### config.mk
export PLATFORM = sky130hd
export DESIGN_NAME = tbufcam
export DESIGN_NICKNAME = d
export VERILOG_FILES = /design/src/tbuf_pkg.sv /design/src/tbufcam_entry.sv /design/src/find_first_set.sv /design/src/tbufcam.sv
export SDC_FILE = /design/constraint.sdc
export NUM_CORES = 1
export LEC_CHECK = 0
export ABC_AREA = 0
export BUFFER_PORTS_ARGS = -buffer_cell sky130_fd_sc_hd__buf_4
export CORE_ASPECT_RATIO = 1.5
export CORE_UTILIZATION = 45
export CTS_BUF_LIST = sky130_fd_sc_hd__clkbuf_8
export DETAILED_ROUTE_END_ITERATION = 10
export PLACE_DENSITY = 0.75
export SYNTH_ARGS = -nofsm -noshare
export SYNTH_HDL_FRONTEND = slang
export SYNTH_HIERARCHICAL = 1
export SYNTH_SLANG_ARGS = --single-unit
### constraint.sdc
create_clock -name clk -period 4.2 [get_ports clk]
set_clock_uncertainty 0.05 [all_clocks]
set_input_delay 0.21 -clock clk [delete_from_list [all_inputs] [get_ports clk]]
set_output_delay 0.21 -clock clk [all_outputs]
set_load 0.05 [all_outputs]
### src/tbuf_pkg.sv
// Shared word and thread types, load and store port FSM states
package tbuf_pkg;

  // One memory word
  typedef logic [31:0] data_t;

  // Thread identifier for a two-thread core
  typedef logic [0:0] thread_t;

  // Load port FSM
  typedef enum logic [1:0] {
    LD_IDLE,
    LD_CHECK,
    LD_BUS,
    LD_DONE
  } load_state_e;

  // Store port FSM
  typedef enum logic [2:0] {
    ST_IDLE,
    ST_CHECK,
    ST_BUS,
    ST_ALLOC,
    ST_DONE
  } store_state_e;

endpackage

### src/tbufcam_entry.sv
// Single CAM entry with address, owning thread, free flag and two compare ports
`timescale 1ns/1ps

module tbufcam_entry #(
  parameter int ADDR_W = 11
) (
  input  logic                clk,
  input  logic                rst,
  input  logic                except,
  input  tbuf_pkg::thread_t   except_thread,
  input  logic [ADDR_W-1:0]   new_addr,
  input  tbuf_pkg::thread_t   new_thread,
  input  logic                new_en,
  input  logic [ADDR_W-1:0]   chk_addr0,
  input  logic [ADDR_W-1:0]   chk_addr1,
  output logic                chk_match0,
  output logic                chk_match1,
  output logic                free
);

  logic [ADDR_W-1:0] addr;
  tbuf_pkg::thread_t thread;

  assign chk_match0 = (chk_addr0 == addr) && !free;
  assign chk_match1 = (chk_addr1 == addr) && !free;

  always_ff @(posedge clk) begin
    if (new_en) begin
      addr   <= new_addr;
      thread <= new_thread;
    end
  end

  always_ff @(posedge clk) begin
    if (rst) begin
      free <= 1'b1;
    end else if (new_en) begin
      // A flush for the same thread in this cycle wins over the allocation
      free <= except && (except_thread == new_thread);
    end else if (except && (except_thread == thread)) begin
      free <= 1'b1;
    end
  end

endmodule

### src/find_first_set.sv
// Priority finder giving the lowest set bit as one-hot plus an any-set flag
`timescale 1ns/1ps

module find_first_set #(
  parameter int BUF_COUNT = 4
) (
  input  logic [BUF_COUNT-1:0] bits,
  output logic [BUF_COUNT-1:0] first,
  output logic                 any
);

  logic [BUF_COUNT-1:0] seen;

  // seen[i] is high when some bit below i is set
  always_comb begin
    seen[0] = 1'b0;
    for (int i = 1; i < BUF_COUNT; i++) begin
      seen[i] = seen[i-1] | bits[i-1];
    end
  end

  assign first = bits & ~seen;
  assign any   = |bits;

endmodule

### src/tbufcam.sv
// Per-thread address CAM with first-free allocation and match reduction
`timescale 1ns/1ps

module tbufcam #(
  parameter int ADDR_W    = 11,
  parameter int BUF_COUNT = 4
) (
  input  logic                clk,
  input  logic                rst,
  input  logic                except,
  input  tbuf_pkg::thread_t   except_thread,
  input  logic [ADDR_W-1:0]   new_addr,
  input  tbuf_pkg::thread_t   new_thread,
  input  logic                new_en,
  input  logic [ADDR_W-1:0]   chk_addr0,
  input  logic [ADDR_W-1:0]   chk_addr1,
  output logic                chk_match0,
  output logic                chk_match1,
  output logic                free
);

  logic [BUF_COUNT-1:0] bank_free  [2];
  logic [BUF_COUNT-1:0] bank_first [2];
  logic [BUF_COUNT-1:0] bank_en    [2];
  logic                 bank_any   [2];
  logic [BUF_COUNT-1:0] bank_match0 [2];
  logic [BUF_COUNT-1:0] bank_match1 [2];

  for (genvar t = 0; t < 2; t++) begin : g_bank
    // Only the first free entry of the selected bank takes the new address
    assign bank_en[t] = bank_first[t] &
                        {BUF_COUNT{new_en && (new_thread == tbuf_pkg::thread_t'(t))}};

    find_first_set #(.BUF_COUNT(BUF_COUNT)) u_first_free (
      .bits  (bank_free[t]),
      .first (bank_first[t]),
      .any   (bank_any[t])
    );

    for (genvar k = 0; k < BUF_COUNT; k++) begin : g_entry
      tbufcam_entry #(.ADDR_W(ADDR_W)) u_entry (
        .clk           (clk),
        .rst           (rst),
        .except        (except),
        .except_thread (except_thread),
        .new_addr      (new_addr),
        .new_thread    (new_thread),
        .new_en        (bank_en[t][k]),
        .chk_addr0     (chk_addr0),
        .chk_addr1     (chk_addr1),
        .chk_match0    (bank_match0[t][k]),
        .chk_match1    (bank_match1[t][k]),
        .free          (bank_free[t][k])
      );
    end
  end

  // Loads see stores of both threads
  assign chk_match0 = |bank_match0[0] || |bank_match0[1];
  assign chk_match1 = |bank_match1[0] || |bank_match1[1];

  assign free = bank_any[new_thread];

endmodule

### Yosys cells after proc, flatten, opt, wreduce, memory -nomap -nowiden

Cells that the tools add are included.

| word-level totals | value |
|---|---|
| register bits after elaboration | 104 |
| input bits | 39 |
| output and inout bits | 3 |

| cells by class | value |
|---|---|
| order comparisons | 1 |
| equal/unequal tests | 25 |
| mux-type cells | 19 |
| bitwise operators | 12 |
| reduce and logical (&&, ||, !) cells | 51 |

Operators by type and width:

| kind | number |
|---|---|
| == test 11 bit | 16 |
| logical AND 1 bit | 27 |
| OR reduction 4 bit | 6 |
| two-way mux 1 bit | 19 |
| bitwise AND 4 bit | 4 |
| nonzero test 2 bit | 8 |
| == test 1 bit | 9 |
| zero test 1 bit | 8 |
| NOT 4 bit | 2 |
| bitwise OR 1 bit | 4 |
| >= comparator 2 bit, second input constant | 1 |
| logical OR 1 bit | 2 |
| NOT 1 -> 2 bit | 1 |
| NOT 1 bit | 1 |

### Logic depth before layout (Yosys ltp)

Gate-level depths: netlist of run 1.

| logic depth | value |
|---|---|
| depth after elaboration | 6 |
| depth in mapped cells | 5 |
| mapped depth without buffers | 5 |

### Modules after synthesis

The synthesis of run 1 kept the hierarchy.

Modules (own cells, without submodules):

| module | instances | cells an instance | area an instance (sq um) |
|---|---|---|---|
| tbufcam_entry | 8 | 47 | 665.6 |
| tbufcam | 1 | 16 | 111.4 |
| find_first_set | 2 | 5 | 37.5 |

### Worst setup path after synthesis of run 1

OpenSTA, ideal clock, no wires.

| path | value |
|---|---|
| path type | register -> output |
| start point | register g_bank[0].g_entry[1].u_entry.addr[9] |
| end point | output chk_match1 |
| arrival time | 1.630 ns |
| slack | 2.310 ns |
| cell stages (with the launch flop) | 6 |
| path buffers | 0 |
| path through | edfxtp_1 > xor2_1 > or4_1 > nor3_2 > nor4_1 > nand2_1 |

RTL lines:

| what | line | source |
|---|---|---|
| start, declared | tbufcam_entry.sv:21 | `logic [ADDR_W-1:0] addr;` |
| start signal, assigned | tbufcam_entry.sv:29 | `addr <= new_addr;` |
| end, declared | tbufcam.sv:18 | `output logic chk_match1,` |

==> results.yml, run 1 <==
clock_tree:
  cts_made_buffers: 9
  clk_pin_slew_worst_paths_ns: 0.09
  clk_latency_ns: 0.37
  hold_buffers: 0
  cts.path.max_buffers: 2
  clock_tree.root_cell: "clkbuf_8"
  tritoncts: "built"
  cts_setup_buffers: 0
  cts_sinks: 104
  htreeDepth: 3
  cts_resized: 0
sta:
  setup_viol: 0
  finalCritPeriodShare: 0.566
  rsz0062_at_grt: "false"
  tns_ns: 0
  fin_crit_ns: 2.38
  slew_viol_final: 0
  relSlewSlack: 0.459
  whs_ns: 0.0372
  max_clock_freq_mhz: 421
  finalHoldViolations: 0
  tightestPinTransition_ns: 0.811
critical_path:
  worstPathMaxFanout: 2
  reg2reg_depth: 5
  startpoint_type: "flip-flop"
  critical_path_depth: 6
  cp_slowest_cell: "or4_1"
  cpPeakStageDelay_ns: 0.55
  cp-end-kind: "output port"
  crit_buf_inv: 1
  arrival_ns: 2.12
  worstPathRequired_ns: 3.94
  crit_type: "flip-flop to output port"
  crit_family: "simple AND/OR/NAND/NOR gates"
  critical_path.cell_chain: "xor2_1 > or4_1 > nor3_2 > nor4_1 > nand2_1 > buf_4"
yosys:
  syn-instance-count: 402
  netlist_area_sq_mm: 0.00551
  ys_ff_latch: 104
  synthTopCellsByArea: "edfxtp_1, xnor2_1, xor2_1"
  synthFlopType: "edfxtp_1"
  synth_edf_count: 96
  synth-async-reset-ratio: 0
  synth_area_leader_cell: "edfxtp_1"
  synth_top_area_share: 0.523
  yosysUniqueCellTypes: 20
  synth_fp_nets: 441
  seq_area_frac_synth: 0.552
  ys_warn_count: 6
  syn_area_per_cell_sq_um: 13.7
grt:
  grt_usage: 0.243
  antenna_found_initial: 0
  grt_overflow: 0
  grt_pass1_vias: 3596
  grt_max_degree: 23
  grt_pass1_wl_mm: 21.3
route:
  drt_pass1_iterations: 4
  met3RoutedLength_microns: 527
  wl_per_cell_microns: 23.5
  drt-total-wl_mm: 14.4
  wl_met2_mm: 7.84
  drt_iter0_markers: 231
  wl_met1_mm: 4.91
  highest-signal-layer: "met4"
  drc: 0
  ant_nets: 0
  routed-via-count: 3368
  routed_via_density: 5.52
die:
  start_util: 0.461
  io_pins: 42
  fp.dieW_microns: 92.4
  core-area_sq_mm: 0.0120
  rows: 49
  fp.dieH_microns: 138
  dieArea_sq_mm: 0.0127
finish:
  ff_latch_area_sq_mm: 0.00304
  fin_util: 0.519
  syn_to_final_growth_pct: 12.6
  layout-drive-gt1-share: 0.171
  final_cell_area_sq_mm: 0.00621
  nets: 491
  n_antenna_cell: 0
  multi_input_area_sq_mm: 0.00242
  nFillCells: 1042
worst_hold_path:
  worstHoldPathType: "input port to flip-flop"
  min_path_cells: 1
placement:
  dp_hpwl_mm: 10.8
  routabilityCongestion: 0.962
  io_buffers: 41
  place_area_sq_mm: 0.00600
pwr:
  power.switching_uw: 489
  leakagePower_uw: 0.00188
  power.density_mw_per_mm2: 333
  p_int_uw: 1580
  seqPwrFrac: 0.564
  peakVddDrop_mv: 0.221
  p_total_uw: 2060
  sw_frac_of_total: 0.237
  comb_power_share: 0.114
  clock_power_share: 0.322
flow_run:
  cap_violations: 0
outcome:
  status: "finished, final reports clean"
## layout by cell type (no fill, tap or decap)
cell,count
a221o_1,8
and2_1,4
and3_2,4
buf_4,41
bufinv_16,2
clkbuf_8,9
clkinv_1,1
clkinv_2,3
clkinvlp_4,1
dfxtp_1,8
edfxtp_1,96
inv_1,8
mux2_4,1
mux2i_1,8
nand2_1,2
nand4_1,32
nor2b_1,2
nor2b_2,1
nor3_2,16
nor3b_1,2
nor4_1,4
nor4b_1,2
or4_1,18
xnor2_1,128
xor2_1,56
## metal layers
metal  global-route usage  vias to the layer above
met4                0.184                        0
met5                    0                        -
met1                0.248                     1643
met2                0.448                      109
li1                     -                     1569
met3               0.0331                       47
## cell families (layout without fill, tap and decap cells)
group,after synthesis,count (layout),synth area share
and+or+nand+nor,87,87,0.116
xor gates and xnor gates,184,184,0.292
DFF,104,104,0.552
buffers and inverters,10,65,0.00817
AOI/OAI and AO/OA,8,8,0.0145
muxes,9,9,0.0173
## sequential cells by signal, summed over array words and instances (netlist names)
name and flops:
g_bank.g_entry.u_entry/thread 8, g_bank.g_entry.u_entry/addr 88, g_bank.g_entry.u_entry/free 8
## power by group through the flow
stage	clock network [uW]	registers, uW	logic [uW]
floorplan	0	1180	109
global placement	0	1190	232
detailed placement	0	1190	233
CTS	673	1160	235
global route	709	1170	249
finish	665	1160	235
## final timing paths
kind | startpoint | end | slack, ns
max | g_bank[1].g_entry[2].u_entry/addr[9]$_DFFE_PP_ | chk_match1 | 1.82
min | new_addr[9] | g_bank[1].g_entry[2].u_entry/addr[9]$_DFFE_PP_ | 0.04
max reg2reg | g_bank[0].g_entry[0].u_entry/free$_SDFFE_PP1P_ | g_bank[0].g_entry[3].u_entry/free$_SDFFE_PP1P_ | 2.09
min reg2reg | g_bank[0].g_entry[3].u_entry/free$_SDFFE_PP1P_ | g_bank[0].g_entry[3].u_entry/free$_SDFFE_PP1P_ | 0.53
## cell type report
class / count / area share
repair buffers: 41 / 0.0496
inverters: 8 / 0.00484
clock inverters: 7 / 0.0139
well taps: 153 / 0.0308
clock buffers: 9 / 0.0200
multi-input cells: 288 / 0.391
flip-flops and latches: 104 / 0.490
## cell usage after synthesis (all sizes together) (3+ instances only)
cell and count:
a221o 8, and2 4, and3 4, dfxtp 8, edfxtp 96, inv 8, mux2i 8, nand4 32
nor2b 3, nor3 16, nor4 4, or4 18, xnor2 128, xor2 56
## per-stage QoR
stage	std cells	setup slack [ns]
floorplan	402	2.31
global placement	594	2.13
detailed placement	594	2.06
CTS	610	1.81
global route	610	1.74
finish	610	1.82
Note: power is estimated with default switching activity, not from simulation.
==> run 2, diff against run 1 <==
--- a/config.mk
+++ b/config.mk
@@ -11,7 +11,7 @@
 export CORE_UTILIZATION = 45
 export CTS_BUF_LIST = sky130_fd_sc_hd__clkbuf_8
 export DETAILED_ROUTE_END_ITERATION = 10
-export PLACE_DENSITY = 0.75
+export PLACE_DENSITY = 0.77
 export SYNTH_ARGS = -nofsm -noshare
 export SYNTH_HDL_FRONTEND = slang
 export SYNTH_HIERARCHICAL = 1
==> constraint.sdc (replaced) <==
create_clock -name clk -period 2 [get_ports clk]
set_clock_uncertainty 0.05 [all_clocks]
set_input_delay 0.1 -clock clk [delete_from_list [all_inputs] [get_ports clk]]
set_output_delay 0.1 -clock clk [all_outputs]
set_load 0.05 [all_outputs]
==> run 2 against run 1 <==
Net effect: the run now ends with setup timing left; critical path depth unchanged; total power up 100%; final cell count up 6.2%; utilization up 3.1 points; sequential power up 110%; combinational power up 130%; first-iteration DRC count up 33%; critical endpoint is now chk_match0.
==> results.yml, run 2 (same netlist as run 1, synthesis figures left out) <==
outcome:
  status: "complete, but fails checks"
  failed_checks: "setup timing"
sta:
  worst_slack_ns: -0.215
  setup_viol: 2
  tightestPinTransition_ns: 0.401
  relSlewSlack: 0.731
  slew_viol_final: 0
  whs_ns: 0.0515
  max_clock_freq_mhz: 451
  rsz0062_at_grt: "true"
  fin_crit_ns: 2.22
  finalCritPeriodShare: 1.11
  tns_ns: -0.391
  finalHoldViolations: 0
critical_path:
  cp-end-kind: "output port"
  cpPeakStageDelay_ns: 0.44
  arrival_ns: 2.07
  crit_type: "flip-flop to output port"
  reg2reg_depth: 5
  critical_path.cell_chain: "xnor2_1 > nand4_1 > nor3_2 > nor4_1 > nand2_1 > buf_6"
  worstPathMaxFanout: 2
  worstPathRequired_ns: 1.85
  cp_slowest_cell: "edfxtp_1"
  startpoint_type: "flip-flop"
route:
  wl_per_cell_microns: 24.0
  drt_iter0_markers: 307
  drt_pass1_iterations: 5
  drc: 0
  drt-total-wl_mm: 15.5
  routed_via_density: 5.56
  routed-via-count: 3603
  ant_nets: 0
clock_tree:
  cts_made_buffers: 9
  clk_pin_slew_worst_paths_ns: 0.09
  cts.path.max_buffers: 2
  cts_sinks: 104
  clock_tree.root_cell: "clkbuf_8"
  clk_latency_ns: 0.37
  tritoncts: "built"
  htreeDepth: 3
placement:
  place_inst: 604
  dp_hpwl_mm: 11.8
  routabilityCongestion: 0.977
  io_buffers: 41
die:
  io_pins: 42
  start_util: 0.461
  fp.dieH_microns: 138
  rows: 49
  core-area_sq_mm: 0.0120
  fp.dieW_microns: 92.4
  dieArea_sq_mm: 0.0127
finish:
  nets: 530
  final_cells: 648
  top_register: "g_bank.g_entry.u_entry/addr"
  n_antenna_cell: 0
  syn_to_final_growth_pct: 19.3
  reg.largest.list: "g_bank.g_entry.u_entry/addr x88, g_bank.g_entry.u_entry/free x8, g_bank.g_entry.u_entry/thread x8"
  largest_reg_flops: 88
  layout-drive-gt1-share: 0.242
  final_cell_mix: "xnor2_1, edfxtp_1, buf_4"
  final_common_cell: "xnor2_1"
grt:
  grt_use_met3: 0.0326
  grt_max_degree: 23
  grt_usage: 0.260
  use_met2: 0.463
  grt_pass1_vias: 3729
  grt_overflow: 0
  globalRouteMet1Util: 0.298
  grt_pass1_wl_mm: 23.0
  antenna_found_initial: 0
  busiest_layer: "met2"
worst_hold_path:
  min_path_cells: 1
  worstHoldPathType: "input port to flip-flop"
flow_run:
  cap_violations: 0
pwr:
  p_total_uw: 4140
  leakagePower_uw: 0.00212
  power.density_mw_per_mm2: 629
  peakVddDrop_mv: 0.423
run 2: cell count changes in the layout (fill, tap and decap cells not counted), moves of 2 or more:
cell | before | now
clkinv_2 | 3 | 1
dfxtp_1 | 8 | 4
buf_6 | 0 | 2
buf_4 | 41 | 65
or4_1 | 18 | 6
bufinv_16 | 2 | 0
dfxtp_2 | 0 | 4
dlygate4sd3_1 | 0 | 13
or4_4 | 0 | 12
nor3_2 | 16 | 13
nor3_4 | 0 | 3
inv_1 | 8 | 10
run 2: worst paths after layout:
path | start | endpoint | slack (ns)
hold reg to reg | g_bank[1].g_entry[1].u_entry/free$_SDFFE_PP1P_ | g_bank[1].g_entry[1].u_entry/free$_SDFFE_PP1P_ | 0.59
setup reg to reg | g_bank[1].g_entry[3].u_entry/free$_SDFFE_PP1P_ | g_bank[1].g_entry[3].u_entry/free$_SDFFE_PP1P_ | 0.22
setup / recovery | g_bank[0].g_entry[0].u_entry/addr[10]$_DFFE_PP_ | chk_match0 | -0.22
hold / removal | new_thread | g_bank[0].g_entry[1].u_entry/thread$_DFFE_PP_ | 0.05
run 2: cell type report:
class,instances,area [sq um]
Timing Repair Buffer,80,641
Inverter,8,30.0
Multi-Input combinational cell,288,2500
Clock inverter,5,27.5
Sequential cell,104,3050
Fill cell,1013,5380
Tap cell,153,191
Clock buffer,10,138
run 2: through the flow:
| stage | area [sq um] | utilization | worst slack (ns) |
|---|---|---|---|
| global placement | 6070 | 0.508 | 0.129 |
| floorplan | 5510 | - | 0.190 |
| finish | 6580 | 0.550 | -0.215 |
| global route | 6580 | 0.550 | -0.242 |
| CTS | 6460 | 0.541 | -0.215 |
| detailed placement | 6070 | 0.508 | 0.136 |
run 2: critical path: cells and delay by family, from the launching register on:
family / cells / cell delay (ns)
buffers and inverters: 1 / 0.18
xor gates and xnor gates: 1 / 0.37
and+or+nand+nor: 4 / 0.70
DFF: 1 / 0.44
run 2: report_power, final:
part	leakage (uW)	internal (uW)	switching [uW]
registers	0.000935	2410	34.6
clock network	0.0000868	469	693
logic	0.00110	229	300
run 2: repair_timing:
| action | in CTS | in global routing |
|---|---|---|
| setup buffers | 9 | 7 |
| resized for setup | 8 | 15 |
| gates cloned | 0 | 0 |
| setup endpoints to repair | 3 | 3 |
| pin swaps | 10 | 14 |
| hold buffers | 13 | 0 |
| hold endpoints to repair | 96 | 0 |
run 2: routing by layer:
layer  wire length (microns)  vias to the layer above
met2                    8220                      113
met4                     824                        0
met5                       0                        -
met3                     555                       34
li1                        -                     1648
met1                    5940                     1808
==> run 3, diff against run 2 <==
--- a/config.mk
+++ b/config.mk
@@ -12,6 +12,7 @@
 export CTS_BUF_LIST = sky130_fd_sc_hd__clkbuf_8
 export DETAILED_ROUTE_END_ITERATION = 10
 export PLACE_DENSITY = 0.77
+export REMOVE_ABC_BUFFERS = 1
 export SYNTH_ARGS = -nofsm -noshare
 export SYNTH_HDL_FRONTEND = slang
 export SYNTH_HIERARCHICAL = 1
==> run 3 against run 2 <==
Net effect: global-route usage fell by 0.70 points; setup slack gained 0.077 ns; highest routed layer unchanged; fmax is 3.6% higher; the run still ends with setup timing left; hold slack worse by 0.0024 ns; first-iteration DRC count shrank 30%; sequential power is essentially flat; utilization rose by 1.2 points; critical path depth unchanged; register-to-register slack got worse by 0.10 ns.
==> results.yml, run 3 (same netlist as run 1, synthesis figures left out) <==
finish:
  n_antenna_cell: 0
  final_cells: 650
  nFillCells: 1000
  final_cell_mix: "xnor2_1, edfxtp_1, buf_4"
  reg.largest.list: "g_bank.g_entry.u_entry/addr x88, g_bank.g_entry.u_entry/free x8, g_bank.g_entry.u_entry/thread x8"
  nets: 531
  multi_input_area_sq_mm: 0.00253
  final_common_cell: "xnor2_1"
  ff_latch_area_sq_mm: 0.00305
  syn_to_final_growth_pct: 22.0
  largest_reg_flops: 88
  layout-drive-gt1-share: 0.252
  top_register: "g_bank.g_entry.u_entry/addr"
placement:
  dp_hpwl_mm: 11.6
  routabilityCongestion: 0.930
  io_buffers: 41
  place_inst: 607
grt:
  grt_pass1_wl_mm: 22.6
  grt_pass1_vias: 3776
  grt_max_degree: 23
  antenna_found_initial: 1
  grt_usage: 0.253
  grt_overflow: 0
clock_tree:
  clock_tree.root_cell: "clkbuf_8"
  cts_sinks: 104
  htreeDepth: 3
  clk_pin_slew_worst_paths_ns: 0.10
  cts_made_buffers: 9
  cts.path.max_buffers: 2
  tritoncts: "built"
  clk_latency_ns: 0.37
route:
  drt_iter0_markers: 214
  ant_nets: 0
  routed_via_density: 5.41
  drt_pass1_iterations: 4
  wl_per_cell_microns: 22.9
  drt-total-wl_mm: 14.9
  drc: 0
  routed-via-count: 3518
sta:
  finalHoldViolations: 0
  rsz0062_at_grt: "true"
  whs_ns: 0.0491
  finalCritPeriodShare: 1.07
  tightestPinTransition_ns: 0.473
  relSlewSlack: 0.682
  tns_ns: -0.268
  worst_slack_ns: -0.138
  fin_crit_ns: 2.14
  slew_viol_final: 0
  max_clock_freq_mhz: 468
  setup_viol: 2
critical_path:
  cp-end-kind: "output port"
  worstPathRequired_ns: 1.85
  reg2reg_depth: 5
  crit_type: "flip-flop to output port"
  arrival_ns: 1.99
  r2r_end: "g_bank[0].g_entry[0].u_entry/free$_SDFFE_PP1P_"
  worstReg2RegStart: "g_bank[0].g_entry[0].u_entry/free$_SDFFE_PP1P_"
  startpoint_type: "flip-flop"
  reg2reg_slack_ns: 0.12
  worstPathMaxFanout: 2
worst_hold_path:
  hold_end: "g_bank[1].g_entry[2].u_entry/thread$_DFFE_PP_"
  hp-start: "new_thread"
  min_path_cells: 1
  worstHoldPathType: "input port to flip-flop"
die:
  fp.dieW_microns: 92.4
  rows: 49
  core-area_sq_mm: 0.0120
  io_pins: 42
  dieArea_sq_mm: 0.0127
  fp.dieH_microns: 138
  start_util: 0.461
pwr:
  peakVddDrop_mv: 0.488
  power.density_mw_per_mm2: 688
  leakagePower_uw: 0.00218
  p_total_uw: 4630
outcome:
  status: "complete, but fails checks"
  failed_checks: "setup timing"
flow_run:
  cap_violations: 0
run 3: changes by cell type in the layout (fill, tap and decap cells not counted), sizes merged:
cell	change
bufinv	+3
clkinvlp	-2
inv	-2
clkbuf	+2
dlygate4sd3	+1
run 3: critical path, cell delays in order (launching register included):
cell and delay, ns:
edfxtp_1 0.43, xor2_1 0.16, or4_4 0.53, nor3_2 0.15, nor4_2 0.07, nand2_1 0.11, buf_6 0.17
run 3: report_power, final:
part / internal (uW) / switching [uW] / leakage (uW)
logic: 244 / 294 / 0.00111
clock network: 936 / 706 / 0.000133
registers: 2410 / 33.7 / 0.000937
total: 3590 / 1030 / 0.00218
run 3: per-stage QoR:
step | area, sq um | util | worst slack, ns
2_1_floorplan | 5500 | - | 0.191
3_3_place_gp | 6090 | 0.510 | 0.160
3_5_place_dp | 6090 | 0.510 | 0.162
4_1_cts | 6690 | 0.559 | -0.144
5_1_grt | 6730 | 0.563 | -0.210
6_report | 6730 | 0.563 | -0.138
run 3: layer usage:
| layer | vias up | GRT usage | wire (microns) | share of wire |
|---|---|---|---|---|
| li1 | 1650 | - | - | - |
| met1 | 1714 | 0.290 | 5650 | 0.38 |
| met2 | 109 | 0.428 | 7570 | 0.51 |
| met3 | 45 | 0.0381 | 613 | 0.041 |
| met4 | 0 | 0.189 | 1040 | 0.070 |
| met5 | - | 0 | 0 | 0 |
run 3: worst max-delay path by stage:
stage | from | endpoint | cells past startpoint
final | g_bank[0].g_entry[0].u_entry/addr[7]$_DFFE_PP_ | chk_match0 | 6
after global routing | g_bank[1].g_entry[1].u_entry/addr[0]$_DFFE_PP_ | chk_match0 | 6
after CTS | g_bank[0].g_entry[0].u_entry/addr[7]$_DFFE_PP_ | chk_match0 | 6
after detailed placement | g_bank[0].g_entry[0].u_entry/addr[0]$_DFFE_PP_ | chk_match0 | 6
after global placement | g_bank[0].g_entry[0].u_entry/addr[0]$_DFFE_PP_ | chk_match0 | 6
after floorplan | g_bank[0].g_entry[1].u_entry/free$_SDFFE_PP1P_ | g_bank[0].g_entry[3].u_entry/free$_SDFFE_PP1P_ | 5
run 3: what timing repair did:
item,CTS,global route
setup endpoints to repair,3,4
resized for setup,21,7
gates cloned,0,0
buffers inserted,11,2
pin swaps,18,1
hold buffers,14,0
hold endpoints to repair,96,0
run 3: cell type report:
class / count / area share
Inverter: 8 / 0.00447
Sequential cell: 104 / 0.453
Clock buffer: 12 / 0.0246
Clock inverter: 4 / 0.0147
Timing Repair Buffer: 81 / 0.0984
Multi-Input combinational cell: 288 / 0.376
Tap cell: 153 / 0.0285
