$ cat config.mk
export PLATFORM = sky130hd
export DESIGN_NAME = wb_arbiter
export DESIGN_NICKNAME = d
export VERILOG_FILES = /design/src/tbuf_pkg.sv /design/src/wb_arbiter.sv
export SDC_FILE = /design/constraint.sdc
export NUM_CORES = 1
export LEC_CHECK = 0
export ABC_AREA = 0
export ABC_CLOCK_PERIOD_IN_PS = 3950
export BUFFER_PORTS_ARGS = -buffer_cell sky130_fd_sc_hd__buf_2
export CORE_AREA = 2 2 123 125
export DETAILED_ROUTE_END_ITERATION = 10
export DIE_AREA = 0 0 125 127
export GPL_ROUTABILITY_DRIVEN = 1
export REMOVE_ABC_BUFFERS = 1
export SLEW_MARGIN = 10
export SYNTH_ARGS = -nofsm -noshare
export SYNTH_HDL_FRONTEND = slang
export SYNTH_SLANG_ARGS = --single-unit
$ cat constraint.sdc
create_clock -name clk -period 3.95 [get_ports clk]
set_input_delay 0.79 -clock clk [delete_from_list [all_inputs] [get_ports clk]]
set_output_delay 0.79 -clock clk [all_outputs]
set_load 0.01 [all_outputs]
$ cat src/tbuf_pkg.sv
// Shared word and thread types, load and store port FSM states
package tbuf_pkg;

  // One memory word
  typedef logic [31:0] data_t;

  // Thread identifier for a two-thread core
  typedef logic [0:0] thread_t;

  // Load port FSM
  typedef enum logic [1:0] {
    LD_IDLE,
    LD_CHECK,
    LD_BUS,
    LD_DONE
  } load_state_e;

  // Store port FSM
  typedef enum logic [2:0] {
    ST_IDLE,
    ST_CHECK,
    ST_BUS,
    ST_ALLOC,
    ST_DONE
  } store_state_e;

endpackage

$ cat src/wb_arbiter.sv
// Three-master round-robin Wishbone classic arbiter, grant held for a whole cycle
`timescale 1ns/1ps

module wb_arbiter #(
  parameter int ADDR_W = 11
) (
  input  logic                clk,
  input  logic                rst,
  input  logic                m0_cyc, m0_stb, m0_we,
  input  logic [ADDR_W-1:0]   m0_adr,
  input  tbuf_pkg::data_t     m0_dat_w,
  output logic                m0_ack,
  output tbuf_pkg::data_t     m0_dat_r,
  input  logic                m1_cyc, m1_stb, m1_we,
  input  logic [ADDR_W-1:0]   m1_adr,
  input  tbuf_pkg::data_t     m1_dat_w,
  output logic                m1_ack,
  output tbuf_pkg::data_t     m1_dat_r,
  input  logic                m2_cyc, m2_stb, m2_we,
  input  logic [ADDR_W-1:0]   m2_adr,
  input  tbuf_pkg::data_t     m2_dat_w,
  output logic                m2_ack,
  output tbuf_pkg::data_t     m2_dat_r,
  output logic                s_cyc, s_stb, s_we,
  output logic [ADDR_W-1:0]   s_adr,
  output tbuf_pkg::data_t     s_dat_w,
  input  logic                s_ack,
  input  tbuf_pkg::data_t     s_dat_r
);

  logic [2:0]        m_cyc, m_stb, m_we, own;
  logic [ADDR_W-1:0] m_adr   [3];
  tbuf_pkg::data_t   m_dat_w [3];
  logic              owner_valid;
  logic [1:0]        last, next_idx;

  assign m_cyc   = {m2_cyc, m1_cyc, m0_cyc};
  assign m_stb   = {m2_stb, m1_stb, m0_stb};
  assign m_we    = {m2_we, m1_we, m0_we};
  assign m_adr   = '{m0_adr, m1_adr, m2_adr};
  assign m_dat_w = '{m0_dat_w, m1_dat_w, m2_dat_w};

  // Search starts at the master after the last owner
  always_comb begin
    int idx;
    next_idx = last;
    for (int i = 3; i >= 1; i--) begin
      idx = (int'(last) + i) % 3;
      if (m_cyc[idx]) next_idx = 2'(idx);
    end
  end

  // Owner is kept while its cyc is held, last doubles as the current owner
  always_ff @(posedge clk) begin
    if (rst) begin
      owner_valid <= 1'b0;
      last        <= 2'd2;
    end else if (!owner_valid || !m_cyc[last]) begin
      owner_valid <= |m_cyc;
      if (|m_cyc) last <= next_idx;
    end
  end

  assign own = owner_valid ? (3'b001 << last) : 3'b000;

  assign s_cyc   = |(own & m_cyc);
  assign s_stb   = |(own & m_stb);
  assign s_we    = |(own & m_we);
  assign s_adr   = m_adr[last];
  assign s_dat_w = m_dat_w[last];

  assign m0_ack   = own[0] && s_ack;
  assign m1_ack   = own[1] && s_ack;
  assign m2_ack   = own[2] && s_ack;
  assign m0_dat_r = own[0] ? s_dat_r : '0;
  assign m1_dat_r = own[1] ? s_dat_r : '0;
  assign m2_dat_r = own[2] ? s_dat_r : '0;

endmodule

# ---- After elaboration in Yosys (flattened, before gate mapping)
# Index checks and enable logic that the tools add are counted.
dict set report word_totals {
  reg_bits 3
  in_bits 173
  output_inout_bits 145
  elab_cells 54
}
dict set report classes {
  n_addsub 3
  div_mod_pow 3
  n_lt_le_gt_ge 5
  shifts 1
  muxes 24
  bitwise 4
  reduce_logical 12
}
# cell count
set op_table {}
lappend op_table {{$mux W32} 5}
lappend op_table {{$lt A32 B4 Y1 const B} 3}
lappend op_table {{$mod A32 B3 Y32 const B} 3}
lappend op_table {{$bmux W32 S2} 1}
lappend op_table {{$bmux W11 S2} 1}
lappend op_table {{$mux W11} 2}
lappend op_table {{$reduce_or A3 Y1} 4}
lappend op_table {{$and A3 B3 Y3} 3}
lappend op_table {{$bmux W1 S2} 4}
lappend op_table {{$mux W1} 7}
lappend op_table {{$add A2 B2 Y3 const B} 2}
lappend op_table {{$mux W2} 3}
lappend op_table {{$add A2 B1 Y3 const B} 1}
lappend op_table {{$ge A3 B3 Y1 const B} 1}
lappend op_table {{$logic_and A1 B1 Y1} 3}
lappend op_table {{$lt A2 B3 Y1 const B} 1}
lappend op_table {{$mux W3} 1}
lappend op_table {{$not A2 Y3} 1}
lappend op_table {{$reduce_and A3 Y1} 1}
lappend op_table {{$reduce_bool A3 Y1} 1}
lappend op_table {{$shl A1 B2 Y3 const A} 1}
lappend op_table {{$logic_not A1 Y1} 2}
lappend op_table {{$logic_or A1 B1 Y1} 1}

# ---- Logic depth before layout (Yosys ltp)
# Gate-level depths: netlist (run 1).
dict set report depth {
  ltp_word 8
  depth_mapped 9
  ltp_nobuf 7
}

# ---- Worst setup path before layout (run 1)
# OpenSTA, ideal clock, no wires.
dict set report synth_path {
  path_kind {register to output}
  startpoint {register last[0]}
  endpoint {output m2_dat_r[10]}
  arrival_time_ns 1.671
  t_required_ns 3.160
  path_slack_ns 1.489
  path_stages_with_launch 8
  path_buffers 4
  path_cell_list {dfxtp_1 > clkbuf_1 > clkbuf_1 > inv_1 > ha_1 > clkbuf_1 > clkbuf_1 > and3_1}
}
dict set report synth_between {
  elab_chain_cells 3
}
# element line
set synth_lines {}
lappend synth_lines {{start, declared} wb_arbiter.sv:35} ;# logic [1:0] last, next_idx;
lappend synth_lines {{start signal, assigned} wb_arbiter.sv:60} ;# if (|m_cyc) last <= next_idx;
lappend synth_lines {{$shl A1 B2 Y3} wb_arbiter.sv:64} ;# assign own = owner_valid ? (3'b001 << last) : 3'b000;
lappend synth_lines {{$mux W3} wb_arbiter.sv:64}
lappend synth_lines {{$mux W32} wb_arbiter.sv:77} ;# assign m2_dat_r = own[2] ? s_dat_r : '0;
lappend synth_lines {{end, declared} wb_arbiter.sv:23} ;# output tbuf_pkg::data_t m2_dat_r,
# Every way passes these cells.

# ---- Final worst setup path (run 1)
dict set report layout_path {
  startpoint {register last[0]}
  endpoint {output s_dat_w[11]}
}
dict set report layout_between {
  elab_chain_cells 4
}
# element line
set layout_lines {}
lappend layout_lines {{$not A2 Y3 (not written as such)} wb_arbiter.sv:70} ;# assign s_dat_w = m_dat_w[last];
lappend layout_lines {{$bmux W32 S2} wb_arbiter.sv:70}
lappend layout_lines {{$mux W32 (not written as such) (2 in series)} wb_arbiter.sv:70}
lappend layout_lines {{end, declared} wb_arbiter.sv:26} ;# output tbuf_pkg::data_t s_dat_w,
# Every way passes these cells. The select of a mux whose other input is x is not followed.

==> qor.yml, run 1 <==
setup_path:
  slowest_stage: "nor2b_4"
  critPathMaxStageDelay_ns: 0.84
  reg2reg_to: "last[1]"
  worstSetupPathType: "reg2out"
  end_kind: "output pin"
  arrival_ns: 2.08
  worstPathRequired_ns: 3.16
  startpoint_type: "register"
  critPathMaxFanout: 44
  cp-startpoint: "last[0]"
  regToRegStartpoint: "last[0]"
  rr_worst_depth: 6
  crit_chain: "nor2b_4, nand2_1, o21ai_0, buf_2"
  r2r_slack_ns: 1.40
cts:
  cts_made_buffers: 3
  cts_hold_buf: 0
  cts_buffer_depth: 2
  ctsResizeCount: 0
  cts_tree: "yes"
  clkLatencyLatePin_ns: 0.22
  path_clk_slew_ns: 0.03
  cts.sink_count: 3
  h-tree-depth: 1
  cts_post_setup_buffers_inserted: 0
  cts-root-buf: "clkbuf_16"
power:
  peakVddDrop_uv: 262
  p_per_area_nw_per_um2: 456
  leakagePower_uw: 0.00264
detailed_routing:
  first_pass_iters: 4
  drc: 0
  ant_nets: 0
  wirelength_mm: 10.6
  wl_per_cell_um: 13.4
  vias_per_cell: 4.27
  vias: 3386
  drtIter0Drc: 165
timing:
  fin_crit_ns: 2.87
  fin_crit_sh_pct: 72.7
  fin_setup_tns_ns: 0
  finClkSkew_ns: 0.000306
  hold_viol_final: 0
  timing.hold.ws_ns: 0.641
  setup_viol: 0
  relSlewSlack_pct: 36.1
  max_freq_mhz: 348
  rsz0062_at_grt: "false"
  worst_pin_slew_ns: 0.956
  drv_slew: 0
yosys:
  synth-seq-cells: 3
  ys_seq_area_share_pct: 3.00
  syn_inst: 319
  syn_area_per_cell_um2: 6.28
  ys_types: 33
  synthFlopType: "dfxtp_1"
  synth-edff-count: 0
  synth_warnings: 0
  synthArstFlopShare_pct: 0
  syn_area_um2: 2000
cells_and_area:
  synthToLayoutAreaGrowth_pct: 89.7
  finalNonFillerCells: 793
  layout.nets: 787
  fill_cells: 1640
  regArea_um2: 62.6
  drive_above_1_share_pct: 54.9
  multi_input_area_um2: 1780
place:
  place_inst: 788
  dp_hpwl_mm: 8.52
  gp_congestion: 0.761
  place.port_buffers: 317
global_routing:
  overflow: 0
  grt.total_usage_pct: 11.8
  gr-usage-met2_pct: 20.0
  grtUsageMet3_pct: 2.76
  gr-max-usage-layer: "met2"
  grt_pass1_vias: 3100
  grt_antenna_before_repair: 1
  grt_use_met1_pct: 15.2
  grt_pass1_wl_mm: 15.7
  grt_max_degree: 76
hold_path:
  hold_class: "reg2reg"
  min_to: "last[0]"
  hold_depth: 2
  hp-start: "last[0]"
floorplan:
  die_area_um2: 15900
  die_w_um: 125
  num_rows: 44
  core_area_um2: 14400
  boundaryPins: 318
  dieHeight_um: 127
  start_util_pct: 13.9
outcome:
  status: "complete, no violations"
job:
  max-cap-violations: 0
[synthesized netlist by cell type, drive strengths merged, types with 2 or more instances]
library cell  number  area (µm²)
a21oi              4        23.8
a32oi              3        26.3
and3              99         619
buf                6        36.3
clkbuf            32         120
dfxtp              3        60.1
ha                 5        62.6
inv                4        15.0
mux2i             45         450
nand2             48         180
nand3              3        15.0
nor2               2        7.51
nor2b              2        12.5
nor3               2        10.0
o21ai             45         225
[metal layers]
layer,vias up,routed length (µm)
li1,1730,-
met1,1507,4430
met2,141,5280
met3,8,797
met4,0,120
met5,-,0
[state kept, by name, indices dropped and copies added (netlist names)]
register and flops:
last 2, owner_valid 1
[critical path, delay by kind of cell (launching register included)]
family                 cells  cell delay [ns]
and+or+nand+nor            2             0.95
DFF                        1             0.49
buffers and inverters      1             0.21
AOI/OAI and AO/OA          1             0.19
[placed cells by master (no fill, tap or decap), types with 2 or more instances in the layout]
| cell | instances |
|---|---|
| a21oi_1 | 3 |
| nand3_1 | 3 |
| o21ai_0 | 45 |
| inv_1 | 4 |
| dfxtp_2 | 2 |
| nand2_1 | 48 |
| nor3_1 | 2 |
| clkbuf_16 | 3 |
| a32oi_1 | 3 |
| and3_1 | 99 |
| nor2_1 | 2 |
| mux2i_1 | 45 |
| buf_4 | 6 |
| ha_1 | 5 |
| buf_2 | 317 |
[worst max-delay path by stage]
| stage | end | slack, ns | cells after the start |
|---|---|---|---|
| 2_1_floorplan | s_adr[0] | 0.03 | 3 |
| 3_3_place_gp | s_cyc | 1.37 | 6 |
| 3_5_place_dp | s_dat_w[11] | 1.32 | 4 |
| 4_1_cts | s_dat_w[11] | 1.07 | 4 |
| 5_1_grt | s_dat_w[11] | 0.84 | 4 |
| 6_report | s_dat_w[11] | 1.08 | 4 |
[area by class of cell]
type	count	share of cell area, %
inverters	4	0.395
repair buffers	323	42.9
clock buffers	4	2.07
diodes	1	0.0659
multi-input cells	274	46.8
flip-flops and latches	3	1.65
well taps	184	6.06
[power by group]
group          leakage [µW]  internal, µW  switching, µW  total [µW]
sequential        0.0000250          42.0           38.1        80.2
clock             0.0000382           133           28.4         162
combinational       0.00258           642            849        1490
total               0.00264           817            915        1730
[metrics by stage]
stage          utilization (%)  setup slack, ns  cell area [µm²]  total power (µW)
6_report                  26.3             1.08             3800              1730
5_1_grt                   26.3            0.845             3800              1890
4_1_cts                   26.3             1.07             3800              1740
3_5_place_dp              25.8             1.32             3720              1580
3_3_place_gp              25.8             1.37             3720              1580
2_1_floorplan                -           0.0335             1850               954
[logic make-up (layout without fill, tap and decap cells)]
logic type                 count (synthesis)  after routing  share of synthesized area [%]
adders and majority gates                  5              5                           3.12
and+or+nand+nor                          162            162                           44.5
buffers and inverters                     42            331                           8.56
DFF                                        3              3                           3.00
muxes                                     45             45                           22.5
AOI/OAI and AO/OA                         62             62                           18.4
other                                      0              1                              0
(Power assumes the default switching activity.)
==> run 2, diff against run 1 <==
--- a/config.mk
+++ b/config.mk
@@ -6,11 +6,11 @@
 export NUM_CORES = 1
 export LEC_CHECK = 0
 export ABC_AREA = 0
-export ABC_CLOCK_PERIOD_IN_PS = 3950
+export ABC_CLOCK_PERIOD_IN_PS = 2900
 export BUFFER_PORTS_ARGS = -buffer_cell sky130_fd_sc_hd__buf_2
-export CORE_AREA = 2 2 123 125
+export CORE_AREA = 2 2 122 124
 export DETAILED_ROUTE_END_ITERATION = 10
-export DIE_AREA = 0 0 125 127
+export DIE_AREA = 0 0 124 126
 export GPL_ROUTABILITY_DRIVEN = 1
 export REMOVE_ABC_BUFFERS = 1
 export SLEW_MARGIN = 10
==> constraint.sdc (replaced) <==
create_clock -name clk -period 2.9 [get_ports clk]
set_input_delay 0.58 -clock clk [delete_from_list [all_inputs] [get_ports clk]]
set_output_delay 0.58 -clock clk [all_outputs]
set_load 0.01 [all_outputs]
==> run 2 against run 1 <==
- sequential share of layout area about the same
- critical path depth rose by 3
- die area shrank 1.6%
- clock skew hardly changed
- non-clock buffer count increased by 1
- final cell count did not move
- flip-flop and latch count unchanged
- setup slack got worse by 0.55 ns
- combinational power increased by 36%
- critical endpoint is now s_stb
- largest power group unchanged
==> qor.yml, run 2 (same netlist as run 1, synthesis figures left out) <==
hold_path:
  hp-start: "rst"
  hold_class: "in2reg"
detailed_routing:
  wl_met2_mm: 5.06  # -4.2%
  first_pass_iters: 5  # +1
  drc: 0  # unchanged
  wl_met3_um: 826  # +3.6%
  top_layer: "met4"
  ant_nets: 0  # unchanged
  vias: 3414  # +0.83%
  wirelength_mm: 10.1  # -4.5%
  vias_per_cell: 4.31  # +0.83%
  met1_length_mm: 4.11  # -7.1%
  drtIter0Drc: 122  # -26%
  wl_per_cell_um: 12.8  # -4.5%
floorplan:
  num_rows: 44  # unchanged
  core_area_um2: 14300  # -0.76%
  boundaryPins: 318  # unchanged
  dieHeight_um: 126  # -0.79%
  die_w_um: 124  # -0.80%
  die_area_um2: 15600  # -1.6%
  start_util_pct: 14.0  # +0.11 points
cells_and_area:
  final_cell_mix: "buf_2 (317), and3_1 (99), nand2_1 (48), mux2i_1 (45), o21ai_0 (45)"
  synthToLayoutAreaGrowth_pct: 90.6
  layout.nets: 788  # +0.13%
  regMostFlops: "last"
  final_common_cell: "buf_2"
  finalNonFillerCells: 793  # unchanged
  reg_top3: "last x2, owner_valid x1"
  insertedDiodeCount: 0  # -1
  drive_above_1_share_pct: 55.0  # +0.074 points
  largest_register_ffs: 2  # unchanged
setup_path:
  crit_chain: "inv_1, ha_1, buf_4, and2_1, a32oi_1, nand2_1, buf_2"
  critPathMaxFanout: 34  # -23%
  cp-startpoint: "last[0]"
  critPathMaxStageDelay_ns: 0.44  # -0.40 ns
  worstPathRequired_ns: 2.32  # -0.84 ns
  worstSetupPathType: "reg2out"
  r2r_slack_ns: 0.82  # -0.58 ns
  end_kind: "output pin"
  regToRegStartpoint: "last[1]"
  arrival_ns: 1.79  # -0.29 ns
  startpoint_type: "register"
  slowest_stage: "dfxtp_1"
  path_delay_family: "buffers and inverters"
  cp.buffers_inverters: 3  # +2
timing:
  rsz0062_at_grt: "false"
  worst_pin_slew_ns: 0.748  # -0.208 ns
  fin_crit_sh_pct: 81.7
  relSlewSlack_pct: 50.1  # +14 points
  drv_slew: 0  # unchanged
  fin_crit_ns: 2.37
  finClkSkew_ns: 0.000594  # +0.000288 ns
  timing.hold.ws_ns: 0.559  # -0.0816 ns
  hold_viol_final: 0  # unchanged
  setup_viol: 0  # unchanged
  max_freq_mhz: 422
cts:
  h-tree-depth: 1  # unchanged
  cts.sink_count: 3  # unchanged
  cts_post_setup_buffers_inserted: 0  # unchanged
  cts_hold_buf: 0  # unchanged
  path_clk_slew_ns: 0.03  # about the same
  ctsResizeCount: 0  # unchanged
  cts_made_buffers: 3  # unchanged
  cts_buffer_depth: 2  # unchanged
  cts-root-buf: "clkbuf_16"
  clkLatencyLatePin_ns: 0.22  # about the same
  cts_tree: "yes"
place:
  place_inst: 789  # +0.13%
  dp_hpwl_mm: 8.13  # -4.6%
  place.port_buffers: 317  # unchanged
  gp_congestion: 0.826  # +8.6%
job:
  max-cap-violations: 0  # unchanged
power:
  p_per_area_nw_per_um2: 611  # +34%
  leakagePower_uw: 0.00265  # +0.37%
  peakVddDrop_uv: 326  # +24%
global_routing:
  grt_max_degree: 77  # +1.3%
  grt.total_usage_pct: 11.1  # -0.66 points
  overflow: 0  # unchanged
  grt_antenna_before_repair: 0  # -1
  grt_pass1_wl_mm: 13.9  # -11%
  grt_pass1_vias: 2819  # -9.1%
outcome:
  status: "complete, no violations"
-- run 2: changes by cell type in the layout (fill, tap and decap cells not counted), sizes merged --
cell   change
diode      -1
buf        +1
-- run 2: cell type report --
cell class,count,area (µm²)
repair buffers,324,1650
flip-flops and latches,3,62.6
fillers,1645,10500
well taps,184,230
clock buffers,4,78.8
multi-input cells,274,1780
inverters,4,15.0
-- run 2: where the power goes --
group / switching [µW] / internal (µW)
clock network: 38.1 / 181
logic: 1160 / 871
registers: 29.1 / 57.3
-- run 2: worst register-to-register path, stage by stage, from the launching register on --
cell and delay [ns]:
dfxtp_2 0.37, buf_4 0.59, mux2i_1 0.27, o2bb2ai_1 0.10, a21oi_2 0.20, a21oi_1 0.08, a311o_1 0.33
-- run 2: final timing paths --
path / to / cells past startpoint
min: owner_valid / 2
min reg2reg: last[0] / 2
max: s_stb / 7
max reg2reg: last[1] / 6
-- run 2: metrics by stage --
stage          utilization [%]  setup WS, ns  setup TNS [ns]  instance area, µm²  total power [µW]
3_3_place_gp              26.1         0.772               0                3740              2130
2_1_floorplan                -        -0.906          -85.05                1850              1300
4_1_cts                   26.7         0.510               0                3820              2350
5_1_grt                   26.7         0.371               0                3820              2550
6_report                  26.7         0.530               0                3820              2330
3_5_place_dp              26.1         0.752               0                3740              2120
-- run 2: routing by layer --
layer / up-vias / global-route usage, %
li1: 1734 / -
met1: 1508 / 13.8
met2: 161 / 19.5
met3: 11 / 1.68
met4: 0 / 3.64
met5: - / 0
==> run 3, diff against run 2 <==
--- a/config.mk
+++ b/config.mk
@@ -6,11 +6,11 @@
 export NUM_CORES = 1
 export LEC_CHECK = 0
 export ABC_AREA = 0
-export ABC_CLOCK_PERIOD_IN_PS = 2900
+export ABC_CLOCK_PERIOD_IN_PS = 2000
 export BUFFER_PORTS_ARGS = -buffer_cell sky130_fd_sc_hd__buf_2
-export CORE_AREA = 2 2 122 124
+export CORE_AREA = 2 2 123 125
 export DETAILED_ROUTE_END_ITERATION = 10
-export DIE_AREA = 0 0 124 126
+export DIE_AREA = 0 0 125 127
 export GPL_ROUTABILITY_DRIVEN = 1
 export REMOVE_ABC_BUFFERS = 1
 export SLEW_MARGIN = 10
==> constraint.sdc (replaced) <==
create_clock -name clk -period 2 [get_ports clk]
set_input_delay 0.4 -clock clk [delete_from_list [all_inputs] [get_ports clk]]
set_output_delay 0.4 -clock clk [all_outputs]
set_load 0.01 [all_outputs]
==> run 3 against run 2 <==
- design area rose by 3.8%
- critical path depth fell by 1
- setup slack got worse by 0.47 ns
- worst hold slack got worse by 0.18 ns
- non-clock buffer count rose by 7
- sequential power rose by 50%
==> qor.yml, run 3 (same netlist as run 1, synthesis figures left out) <==
outcome:
  status: "complete, no violations"
place:
  dp_hpwl_mm: 8.38  # +3.1%
  gp_congestion: 0.791  # -4.2%
  place.port_buffers: 317  # unchanged
  place_inst: 795  # +0.76%
  dpl_cell_area_um2: 3830  # +2.5%
setup_path:
  r2r_slack_ns: 0.12  # -0.70 ns
  arrival_ns: 1.54  # -0.25 ns
  critPathMaxFanout: 42  # +24%
  worstPathRequired_ns: 1.60  # -0.72 ns
  worstSetupPathType: "reg2out"
  end_kind: "output pin"
  startpoint_type: "register"
detailed_routing:
  first_pass_iters: 4  # -1
  vias_per_cell: 4.26  # -1.2%
  wirelength_mm: 10.4  # +2.9%
  drc: 0  # unchanged
  drtIter0Drc: 110  # -9.8%
  wl_per_cell_um: 13.1  # +2.0%
  ant_nets: 0  # unchanged
  vias: 3404  # -0.29%
power:
  p_per_area_nw_per_um2: 932  # +52%
  peakVddDrop_uv: 448  # +37%
  leakagePower_uw: 0.00271  # +2.2%
floorplan:
  die_area_um2: 15900  # +1.6%
  dieHeight_um: 127  # +0.79%
  core_area_um2: 14400  # +0.77%
  die_w_um: 125  # +0.81%
  num_rows: 44  # unchanged
  start_util_pct: 13.9  # -0.11 points
  boundaryPins: 318  # unchanged
timing:
  fin_crit_sh_pct: 97.0
  hold_viol_final: 0  # unchanged
  setup_viol: 0  # unchanged
  fin_setup_tns_ns: 0  # unchanged
  timing.hold.ws_ns: 0.381  # -0.178 ns
  rsz0062_at_grt: "false"
  relSlewSlack_pct: 78.5  # +28 points
  worst_pin_slew_ns: 0.321  # -0.428 ns
  fin_crit_ns: 1.94
  drv_slew: 0  # unchanged
  max_freq_mhz: 515
  finClkSkew_ns: 0.00135  # +0.000753 ns
job:
  max-cap-violations: 0  # unchanged
global_routing:
  grt.total_usage_pct: 11.4  # +0.26 points
  overflow: 0  # unchanged
  grt_antenna_before_repair: 0  # unchanged
  grt_max_degree: 90  # +17%
  grt_pass1_wl_mm: 15.3  # +9.5%
  grt_pass1_vias: 3029  # +7.4%
cts:
  cts_made_buffers: 3  # unchanged
  cts.sink_count: 3  # unchanged
  h-tree-depth: 1  # unchanged
  clkLatencyLatePin_ns: 0.22  # about the same
  cts_buffer_depth: 2  # unchanged
  cts_post_setup_buffers_inserted: 0  # unchanged
  cts-root-buf: "clkbuf_16"
  cts_hold_buf: 0  # unchanged
  cts_tree: "yes"
  path_clk_slew_ns: 0.03  # about the same
cells_and_area:
  final_common_cell: "buf_2"
  layout.nets: 795  # +0.89%
  insertedDiodeCount: 0  # unchanged
  drive_above_1_share_pct: 56.2  # +1.2 points
  final_cell_mix: "buf_2 (318), and3_1 (99), nand2_1 (48), mux2i_1 (45), o21ai_0 (45)"
  design_area_um2: 3960  # +3.8%
  regMostFlops: "last"
  finalNonFillerCells: 800  # +0.88%
  largest_register_ffs: 2  # unchanged
  synthToLayoutAreaGrowth_pct: 97.8
  reg_top3: "last x2, owner_valid x1"
hold_path:
  hold_class: "in2reg"
## run 3: cell count changes in the layout (fill, tap and decap cells not counted), sizes merged
cell / delta
buf: +7
## run 3: worst paths after layout
kind,cells past startpoint,from,endpoint
worst max-delay path,6,last[1],s_dat_w[24]
worst min-delay path,2,rst,owner_valid
worst max register to register,6,last[1],last[1]
worst min register to register,3,last[1],last[1]
## run 3: repair_timing
item / 4_1_cts / 5_1_grt
endpoints found under the hold margin: 0 / 0
gates resized for setup: 2 / 7
endpoints found under the setup margin: 33 / 17
gates cloned: 1 / 0
## run 3: worst max-delay path, stage by stage, from the launching register on
cell and delay, ns:
dfxtp_2 0.34, buf_12 0.20, nor2b_4 0.18, buf_12 0.19, nand2_1 0.08, o21ai_0 0.13, buf_2 0.20
## run 3: final cells by class
| class | count | area (µm²) |
|---|---|---|
| well taps | 184 | 230 |
| multi-input cells | 274 | 1810 |
| repair buffers | 331 | 1760 |
| fillers | 1616 | 10500 |
| clock buffers | 4 | 78.8 |
| inverters | 4 | 15.0 |
| flip-flops and latches | 3 | 66.3 |
## run 3: per-stage QoR
stage	setup WS [ns]	utilization [%]	total power, µW
final	0.0592	27.5	3690
after global routing	0.00155	27.5	3980
after CTS	0.0372	27.2	3650
after detailed placement	0.108	26.6	3290
after global placement	0.146	26.6	3290
after floorplan	-1.81	-	1880
## run 3: power breakdown
part / total (µW) / internal (µW) / leakage (µW) / switching, µW
Clock: 317 / 263 / 0.0000382 / 53.9
Sequential: 130 / 89.2 / 0.0000256 / 41.1
Combinational: 3240 / 1440 / 0.00265 / 1800
## run 3: routing by layer
layer,share of wire [%],wire [µm],track usage [%]
met5,0,0,0
met4,0.79,82,2.35
met3,6.7,700,1.72
met2,51,5330,20.2
met1,41,4330,14.7
